--- src/rtl/icache_config.svh ---
`ifndef ICACHE_CONFIG_SVH
`define ICACHE_CONFIG_SVH

// ---------------------------------------------------------------------------
// cache geometry
// ---------------------------------------------------------------------------

// byte address width of the fetch side and the bus
`define ICACHE_ADDR_BITS 32

// index bits, 16 lines
`define ICACHE_INDEX_BITS 4

// byte offset bits within a line, 16 byte lines
`define ICACHE_OFFSET_BITS 4

// words per line, 32 bit words
`define ICACHE_LINE_WORDS (1 << (`ICACHE_OFFSET_BITS - 2))

`endif

--- src/rtl/icache_pkg.sv ---
`default_nettype none

`include "icache_config.svh"

package icache_pkg;

    // derived field widths
    localparam int TAG_BITS      = `ICACHE_ADDR_BITS - `ICACHE_INDEX_BITS - `ICACHE_OFFSET_BITS;
    localparam int WORD_SEL_BITS = `ICACHE_OFFSET_BITS - 2;  // drop byte lanes

    typedef logic [`ICACHE_ADDR_BITS-1:0]  addr_t;      // byte address
    typedef logic [31:0]                   word_t;      // instruction word
    typedef logic [TAG_BITS-1:0]           tag_t;       // bits above index
    typedef logic [`ICACHE_INDEX_BITS-1:0] index_t;     // line number
    typedef logic [WORD_SEL_BITS-1:0]      word_sel_t;  // word within line
    typedef logic [31:0]                   count_t;     // event counter

    // lookup stage
    typedef enum logic [1:0] {
        LOOK_IDLE,   // waiting for a request
        LOOK_MISS,   // refill running
        LOOK_REPLY   // response cycle, request ignored
    } lookup_state_t;

    // refill stage
    typedef enum logic [1:0] {
        REFILL_IDLE,
        REFILL_BUS,   // cyc held, one stb per word
        REFILL_LAST   // bus released
    } refill_state_t;

endpackage

`default_nettype wire

--- src/rtl/icache_lookup.sv ---
`default_nettype none

`include "icache_config.svh"

module icache_lookup (
    input  wire logic                  clock,
    input  wire logic                  reset,
    input  wire logic                  flush,

    // fetch side
    input  wire logic                  req_valid,
    input  wire icache_pkg::addr_t     req_addr,
    output logic                       resp_valid,
    output icache_pkg::word_t          resp_data,

    // statistics
    output icache_pkg::count_t         hit_count,
    output icache_pkg::count_t         miss_count,

    // to refill stage
    output logic                       miss_start,
    output icache_pkg::addr_t          miss_addr,

    // from refill stage
    input  wire logic                  fill_we,
    input  wire icache_pkg::word_sel_t fill_word,
    input  wire icache_pkg::word_t     fill_data,
    input  wire logic                  fill_done
);

    localparam int LINES = 1 << `ICACHE_INDEX_BITS;
    localparam int WORDS = LINES * `ICACHE_LINE_WORDS;

    localparam int TAG_LO   = `ICACHE_INDEX_BITS + `ICACHE_OFFSET_BITS;
    localparam int INDEX_LO = `ICACHE_OFFSET_BITS;

    // ------------------------------------------------------------------------
    // address split
    // ------------------------------------------------------------------------

    icache_pkg::tag_t      req_tag;
    icache_pkg::index_t    req_index;
    icache_pkg::word_sel_t req_sel;

    icache_pkg::addr_t     held_addr;  // request that missed
    icache_pkg::tag_t      held_tag;
    icache_pkg::index_t    held_index;
    icache_pkg::word_sel_t held_sel;

    assign req_tag   = req_addr[`ICACHE_ADDR_BITS-1:TAG_LO];
    assign req_index = req_addr[TAG_LO-1:INDEX_LO];
    assign req_sel   = req_addr[INDEX_LO-1:2];  // bits 1:0 ignored

    assign held_tag   = held_addr[`ICACHE_ADDR_BITS-1:TAG_LO];
    assign held_index = held_addr[TAG_LO-1:INDEX_LO];
    assign held_sel   = held_addr[INDEX_LO-1:2];

    // line base for the refill, stable for the whole miss
    assign miss_addr = {held_addr[`ICACHE_ADDR_BITS-1:INDEX_LO], {INDEX_LO{1'b0}}};

    // ------------------------------------------------------------------------
    // arrays and hit test
    // ------------------------------------------------------------------------

    icache_pkg::tag_t  tag_mem [LINES];
    icache_pkg::word_t data_mem [WORDS];   // indexed {line, word}
    logic [LINES-1:0]  line_valid;

    icache_pkg::lookup_state_t state;

    logic hit;
    logic take_req;  // request accepted this cycle
    logic filling;

    assign hit      = line_valid[req_index] && (tag_mem[req_index] == req_tag);
    assign take_req = (state == icache_pkg::LOOK_IDLE) && req_valid;
    assign filling  = (state == icache_pkg::LOOK_MISS);

    // valid bits, flush wipes all of them at once
    always_ff @(posedge clock) begin
        if (reset || flush) begin
            line_valid <= '0;
        end else if (filling && fill_done) begin
            line_valid[held_index] <= 1'b1;
        end
    end

    // tag and data writes during refill
    always_ff @(posedge clock) begin
        if (filling && fill_we) begin
            data_mem[{held_index, fill_word}] <= fill_data;
        end
        if (filling && fill_done) begin
            tag_mem[held_index] <= held_tag;  // line complete with this word
        end
    end

    // ------------------------------------------------------------------------
    // control FSM and counters
    // ------------------------------------------------------------------------

    always_ff @(posedge clock) begin
        if (reset) begin
            state      <= icache_pkg::LOOK_IDLE;
            resp_valid <= 1'b0;
            miss_start <= 1'b0;
            hit_count  <= '0;
            miss_count <= '0;
        end else begin
            resp_valid <= 1'b0;  // pulses by default
            miss_start <= 1'b0;
            case (state)
                icache_pkg::LOOK_IDLE: begin
                    if (req_valid && hit) begin
                        resp_valid <= 1'b1;
                        hit_count  <= hit_count + 1'b1;
                        state      <= icache_pkg::LOOK_REPLY;
                    end else if (req_valid) begin
                        miss_start <= 1'b1;           // refill starts next cycle
                        miss_count <= miss_count + 1'b1;
                        state      <= icache_pkg::LOOK_MISS;
                    end
                end
                icache_pkg::LOOK_MISS: begin
                    if (fill_done) begin
                        resp_valid <= 1'b1;
                        state      <= icache_pkg::LOOK_REPLY;
                    end
                end
                icache_pkg::LOOK_REPLY: begin
                    state <= icache_pkg::LOOK_IDLE;   // requester still holds req here
                end
                default: begin
                    state <= icache_pkg::LOOK_IDLE;
                end
            endcase
        end
    end

    // ------------------------------------------------------------------------
    // payload registers
    // ------------------------------------------------------------------------

    // held request, latched only on a miss
    always_ff @(posedge clock) begin
        if (take_req && !hit) begin
            held_addr <= req_addr;
        end
    end

    // response word
    always_ff @(posedge clock) begin
        if (take_req && hit) begin
            resp_data <= data_mem[{req_index, req_sel}];
        end else if (filling && fill_we && (fill_word == held_sel)) begin
            // requested word taken as it streams past
            resp_data <= fill_data;
        end
    end

endmodule

`default_nettype wire

--- src/rtl/icache_refill.sv ---
`default_nettype none

`include "icache_config.svh"

module icache_refill (
    input  wire logic              clock,
    input  wire logic              reset,

    // from lookup stage
    input  wire logic              miss_start,
    input  wire icache_pkg::addr_t miss_addr,   // line base

    // wishbone classic read master
    output logic                   wb_cyc,
    output logic                   wb_stb,
    output icache_pkg::addr_t      wb_adr,
    input  wire logic              wb_ack,
    input  wire icache_pkg::word_t wb_rdata,

    // word stream to lookup stage
    output logic                   fill_we,
    output icache_pkg::word_sel_t  fill_word,
    output icache_pkg::word_t      fill_data,
    output logic                   fill_done
);

    icache_pkg::refill_state_t state;

    icache_pkg::word_sel_t beat;   // word number of the current bus address
    logic                  last_beat;

    // base is line aligned, so the word bits of the address count the beats
    assign beat      = wb_adr[`ICACHE_OFFSET_BITS-1:2];
    assign last_beat = (beat == icache_pkg::word_sel_t'(`ICACHE_LINE_WORDS - 1));

    // ------------------------------------------------------------------------
    // bus FSM
    // ------------------------------------------------------------------------

    always_ff @(posedge clock) begin
        if (reset) begin
            state     <= icache_pkg::REFILL_IDLE;
            wb_cyc    <= 1'b0;
            wb_stb    <= 1'b0;
            fill_we   <= 1'b0;
            fill_done <= 1'b0;
        end else begin
            fill_we   <= 1'b0;
            fill_done <= 1'b0;
            case (state)
                icache_pkg::REFILL_IDLE: begin
                    if (miss_start) begin
                        wb_cyc <= 1'b1;  // cyc and stb rise with the base address
                        wb_stb <= 1'b1;
                        state  <= icache_pkg::REFILL_BUS;
                    end
                end
                icache_pkg::REFILL_BUS: begin
                    if (wb_ack) begin
                        fill_we <= 1'b1;
                        if (last_beat) begin
                            fill_done <= 1'b1;     // same cycle as last fill_we
                            wb_cyc    <= 1'b0;
                            wb_stb    <= 1'b0;
                            state     <= icache_pkg::REFILL_LAST;
                        end
                    end
                end
                icache_pkg::REFILL_LAST: begin
                    // bus already released, one spare cycle
                    state <= icache_pkg::REFILL_IDLE;
                end
                default: begin
                    state <= icache_pkg::REFILL_IDLE;
                end
            endcase
        end
    end

    // ------------------------------------------------------------------------
    // address and data path
    // ------------------------------------------------------------------------

    always_ff @(posedge clock) begin
        if (state == icache_pkg::REFILL_IDLE && miss_start) begin
            wb_adr <= miss_addr;
        end else if (state == icache_pkg::REFILL_BUS && wb_ack && !last_beat) begin
            wb_adr <= wb_adr + icache_pkg::addr_t'(4);  // next word, stb stays up
        end
    end

    // data and word number for the lookup stage, one cycle after ack
    always_ff @(posedge clock) begin
        if (state == icache_pkg::REFILL_BUS && wb_ack) begin
            fill_word <= beat;
            fill_data <= wb_rdata;
        end
    end

endmodule

`default_nettype wire

--- src/rtl/icache_top.sv ---
`default_nettype none

module icache_top (
    input  wire logic               clock,
    input  wire logic               reset,
    input  wire logic               flush,

    // fetch side
    input  wire logic               req_valid,
    input  wire icache_pkg::addr_t  req_addr,
    output wire logic               resp_valid,
    output wire icache_pkg::word_t  resp_data,

    // statistics
    output wire icache_pkg::count_t hit_count,
    output wire icache_pkg::count_t miss_count,

    // wishbone classic, read only
    output wire logic               wb_cyc,
    output wire logic               wb_stb,
    output wire icache_pkg::addr_t  wb_adr,
    input  wire logic               wb_ack,
    input  wire icache_pkg::word_t  wb_rdata
);

    // ------------------------------------------------------------------------
    // stage to stage
    // ------------------------------------------------------------------------

    wire logic                  miss_start;
    wire icache_pkg::addr_t     miss_addr;   // line base of the missing line

    wire logic                  fill_we;
    wire icache_pkg::word_sel_t fill_word;
    wire icache_pkg::word_t     fill_data;
    wire logic                  fill_done;

    // lookup, tag and data arrays
    icache_lookup i_icache_lookup (
        .clock      (clock),
        .reset      (reset),
        .flush      (flush),
        .req_valid  (req_valid),
        .req_addr   (req_addr),
        .resp_valid (resp_valid),
        .resp_data  (resp_data),
        .hit_count  (hit_count),
        .miss_count (miss_count),
        .miss_start (miss_start),
        .miss_addr  (miss_addr),
        .fill_we    (fill_we),
        .fill_word  (fill_word),
        .fill_data  (fill_data),
        .fill_done  (fill_done)
    );

    // refill, bus master
    icache_refill i_icache_refill (
        .clock      (clock),
        .reset      (reset),
        .miss_start (miss_start),
        .miss_addr  (miss_addr),
        .wb_cyc     (wb_cyc),
        .wb_stb     (wb_stb),
        .wb_adr     (wb_adr),
        .wb_ack     (wb_ack),
        .wb_rdata   (wb_rdata),
        .fill_we    (fill_we),
        .fill_word  (fill_word),
        .fill_data  (fill_data),
        .fill_done  (fill_done)
    );

endmodule

`default_nettype wire

--- config.mk ---
export PLATFORM = sky130hd
export DESIGN_NAME = icache_top
export DESIGN_NICKNAME = d
export VERILOG_FILES = /design/src/rtl/icache_pkg.sv /design/src/rtl/icache_lookup.sv /design/src/rtl/icache_refill.sv /design/src/rtl/icache_top.sv
export VERILOG_INCLUDE_DIRS = /design/src /design/src/rtl
export SDC_FILE = /design/constraint.sdc
export NUM_CORES = 2
export LEC_CHECK = 0
export BUFFER_PORTS_ARGS = -buffer_cell sky130_fd_sc_hd__buf_4
export CORE_AREA = 2 2 510 512
export DETAILED_ROUTE_END_ITERATION = 10
export DIE_AREA = 0 0 512 514
export PLACE_DENSITY = 0.65
export RECOVER_POWER = 50
export SYNTH_ARGS = -nofsm -noshare
export SYNTH_HDL_FRONTEND = slang
export SYNTH_SLANG_ARGS = --single-unit
--- constraint.sdc ---
create_clock -name clock -period 5.6 [get_ports clock]
set_input_delay 1.12 -clock clock [delete_from_list [all_inputs] [get_ports clock]]
set_output_delay 1.12 -clock clock [all_outputs]
set_load 0.02 [all_outputs]
==> results by group <==
Synthesis
  • Mapped Avg Cell Area: 22.5 µm²
  • XOR/XNOR Fraction of Synth Area: 0.342%
  • Mux contribution to synthesized area: 17.9%
  • Yosys Warn Count: 0
  • Simple-gate share of the synthesized area: 2.61%
  • Most frequent cell after synthesis: edfxtp_1
  • Post-synth EDFFs: 2556
  • Cells after Synth: 4549
  • Seq/Total Area, Yosys: 76.7%
  • Adder-cell area share of the yosys netlist: 0.0366%
  • Largest family of logic cells by synthesized area: multiplexers
  • Area share of the largest cell type after synthesis: 74.9%
  • Synth async-reset ratio: 0%
  • Post-synthesis cell type count: 82
  • Synth Flop Type: edfxtp_1
  • Yosys top cell by area: edfxtp_1
  • Flops & latches, synth: 2647
  • Post-synth top cells: 2556 x edfxtp_1, 734 x mux4_2, 161 x clkbuf_1
  • Synth top area cells: edfxtp_1 75%, mux4_2 16%, dfxtp_1 1.8%
  • Synth Cell Area: 0.102 mm²
  • Synth Area in Compound Gates: 1.27%

Clock tree
  • Clk buf depth: 4
  • Reg clk slew, reported paths: 0.06 ns
  • H-Tree Depth: 5
  • PostCTS Resize Cnt: 0
  • Clk sink count: 2647
  • # hold bufs at CTS: 0
  • CTS tree: yes
  • Num CTS Buffers: 277
  • Postcts setup bufs: 0
  • Clock latency on the worst-skew pair: 0.92 ns
  • Clock Tree Root: clkbuf_16

Min path
  • Hold endpoint: i_icache_refill.fill_data[4]$_DFFE_PP_
  • Worst hold start: wb_rdata[4]
  • Hold Crit Class: in2reg
  • Hold path cells: 1

Pwr
  • VDD IR-drop max: 0.000328 V
  • P_int: 32.5 mW
  • Seq pwr share: 53.2%
  • Design Power: 40.8 mW
  • Comb pwr share: 4.2%
  • Sw frac: 20.4%
  • NetSw: 8.32 mW
  • Power Dens Cells: 347 mW/mm²
  • Pleak: 36.7 nW
  • Clock share of power: 42.6%

Placement
  • Dpl hpwl: 143 mm
  • Placer congestion estimate: 0.831
  • I/O Buffers: 195
  • DP Area: 0.110 mm²

Job
  • Max_cap viols: 39

STA
  • Final setup vio count: 0
  • Fin Setup TNS: 0 ns
  • Slew HR: -109%
  • Clk_skew: 0.110 ns
  • Final hold viol count: 0
  • Max frequency: 222 MHz
  • Final Max Slew Viols: 2251
  • Worst Max-Slew Pin Slew: 3.14 ns
  • Period utilisation layout: 80.4%
  • Final worst path period need: 4.50 ns
  • RSZ-0062 raised after global routing: false
  • WHS: 0.407 ns

Die
  • DIE AREA: 0.263 mm²
  • Die Y: 514 µm
  • IO Pins: 200
  • Die width: 512 µm
  • Starting Density: 39.7%
  • Core ar.: 0.258 mm²
  • Row cnt: 187

Detailed routing
  • Antenna-violating nets left: 0
  • DR vias/cell: 5.72
  • Wire per inst: 28.4 µm
  • Drt total wl: 244 mm
  • Vias: 49100
  • Initial detailed-routing violation count: 6128
  • DR DRC count: 0
  • DR pass1 iterations: 5

Cells and area
  • Final instance area: 0.118 mm²
  • Post-layout net count: 5048
  • Fill cells: 21200
  • Area Overhead vs Synth: 14.9%
  • Share of cells above drive strength 1: 30.3%

Worst setup path
  • Data required time of the worst path: 6.34 ns
  • Critical Path AT: 5.24 ns
  • Critical-path maximum fanout: 53
  • Worst reg2reg setup slack: 1.65 ns
  • Worst r2r dst: i_icache_lookup.miss_count[0]$_SDFFE_PP0P_
  • Crit path kind: in2reg
  • Startpoint Class: primary input
  • Reg2reg start: i_icache_lookup.tag_mem[11][9]$_DFFE_PP_
  • Worst setup EP type: flop
  • Worst reg2reg path depth: 12

Global route
  • Largest net degree at the start of global routing: 81
  • Vias in the first global route: 49700
  • Gr usage total: 18.4%
  • First-pass GRT wire length: 353 mm
  • Initial antenna violation count: 11
  • Grt ovf: 0

Status
  • Status: finished with violations
  • Failing checks: max-capacitance violations, max-slew violations
-- worst max-delay path, cell delays in order --
cell,delay (ns)
buf_8,0.36
buf_4,0.35
buf_4,0.36
mux4_2,0.57
mux2i_1,0.19
mux2i_1,0.19
xor2_1,0.19
nor3b_1,0.21
and4bb_4,0.36
nand3_2,0.29
buf_4,0.34
or3_1,0.40
a21oi_1,0.19
-- cell families (layout without fill, tap and decap cells) --
| group | count (synthesis) | count (layout) |
|---|---|---|
| AO/OA/AOI/OAI | 196 | 196 |
| XOR/XNOR | 40 | 40 |
| adder cells (fa/ha/maj) | 3 | 3 |
| buffers and inverters | 264 | 885 |
| flip-flops | 2647 | 2647 |
| multiplexers | 895 | 895 |
| other | 1 | 7 |
| AND/OR/NAND/NOR | 503 | 503 |
-- state kept, by name, indices dropped and copies added, names as in the netlist, 30 cells and up --
signal	cells
i_icache_lookup.miss_count	32
i_icache_refill.fill_data	32
i_icache_lookup.data_mem	2048
i_icache_lookup.hit_count	32
i_icache_refill.wb_adr	30
i_icache_lookup.resp_data	32
i_icache_lookup.held_addr	30
i_icache_lookup.tag_mem	384
-- layout make-up --
type	instances	area, µm²	share of cell area [%]
antenna	5	12.5	0.0106
timing repair buffer	382	2960	2.51
inverter	29	113	0.0956
clock buffer	349	7430	6.31
tap	3402	4260	3.62
clock inverter	125	1050	0.889
sequential	2647	78600	66.7
multi-input combinational	1639	23300	19.8
-- per-layer routing --
metal	track usage (%)	wire length (µm)	vias to the layer above
met2	30.1	120000	1993
met3	3.13	18100	360
met5	0	30	-
met4	4.25	4920	6
li1	-	-	20200
met1	25.7	101000	26500
-- stage by stage --
stage / utilization (%) / worst slack [ns] / cells
after floorplan: - / 0.736 / 4550
after global placement: 42.4 / 0.383 / 8099
after detailed placement: 42.4 / 0.324 / 8099
after CTS: 45.7 / 1.25 / 8573
after global routing: 45.6 / 0.988 / 8574
final: 45.6 / 1.10 / 8578
-- how the worst max path moves through the flow --
| stage | depth (start not counted) | from | to |
|---|---|---|---|
| 2_1_floorplan | 14 | req_addr[5] | i_icache_lookup.resp_data[0]$_DFFE_PP_ |
| 3_3_place_gp | 14 | req_addr[4] | i_icache_lookup.miss_count[0]$_SDFFE_PP0P_ |
| 3_5_place_dp | 12 | req_addr[6] | i_icache_lookup.resp_data[31]$_DFFE_PP_ |
| 4_1_cts | 13 | req_addr[6] | i_icache_lookup.hit_count[3]$_SDFFE_PP0P_ |
| 5_1_grt | 13 | req_addr[6] | i_icache_lookup.hit_count[12]$_SDFFE_PP0P_ |
| 6_report | 13 | req_addr[6] | i_icache_lookup.hit_count[3]$_SDFFE_PP0P_ |
-- power by group through the flow --
stage,combinational (mW),clock (mW),sequential [mW]
2_1_floorplan,1.05,0,22.2
3_3_place_gp,1.71,0,22.1
3_5_place_dp,1.72,0,22.1
4_1_cts,1.73,17.7,21.7
5_1_grt,1.80,18.5,21.7
6_report,1.70,17.4,21.7
-- cell usage in the layout (no fill, tap or decap), types with 7 or more instances in the layout --
cell / count
edfxtp_1: 2556
mux4_2: 734
clkbuf_16: 286
buf_4: 256
clkbuf_1: 124
mux2i_1: 94
dfxtp_1: 91
nor2_4: 76
nand2_1: 72
nor2_1: 67
nand3_1: 59
mux2_2: 54
clkinv_1: 52
o21ai_0: 49
a21oi_1: 43
clkinv_2: 40
nor2b_1: 35
clkbuf_4: 32
and3_1: 31
inv_1: 27
nand4_1: 26
or3_1: 25
a22oi_1: 24
buf_12: 24
xnor2_1: 22
nor3_1: 22
xor2_1: 18
o21a_1: 17
bufinv_16: 17
nor4_1: 15
and4_1: 14
a22o_1: 9
mux4_1: 9
clkinvlp_4: 8
nand4b_1: 7
nand2b_1: 7
Note: power is estimated with default switching activity, not from simulation.
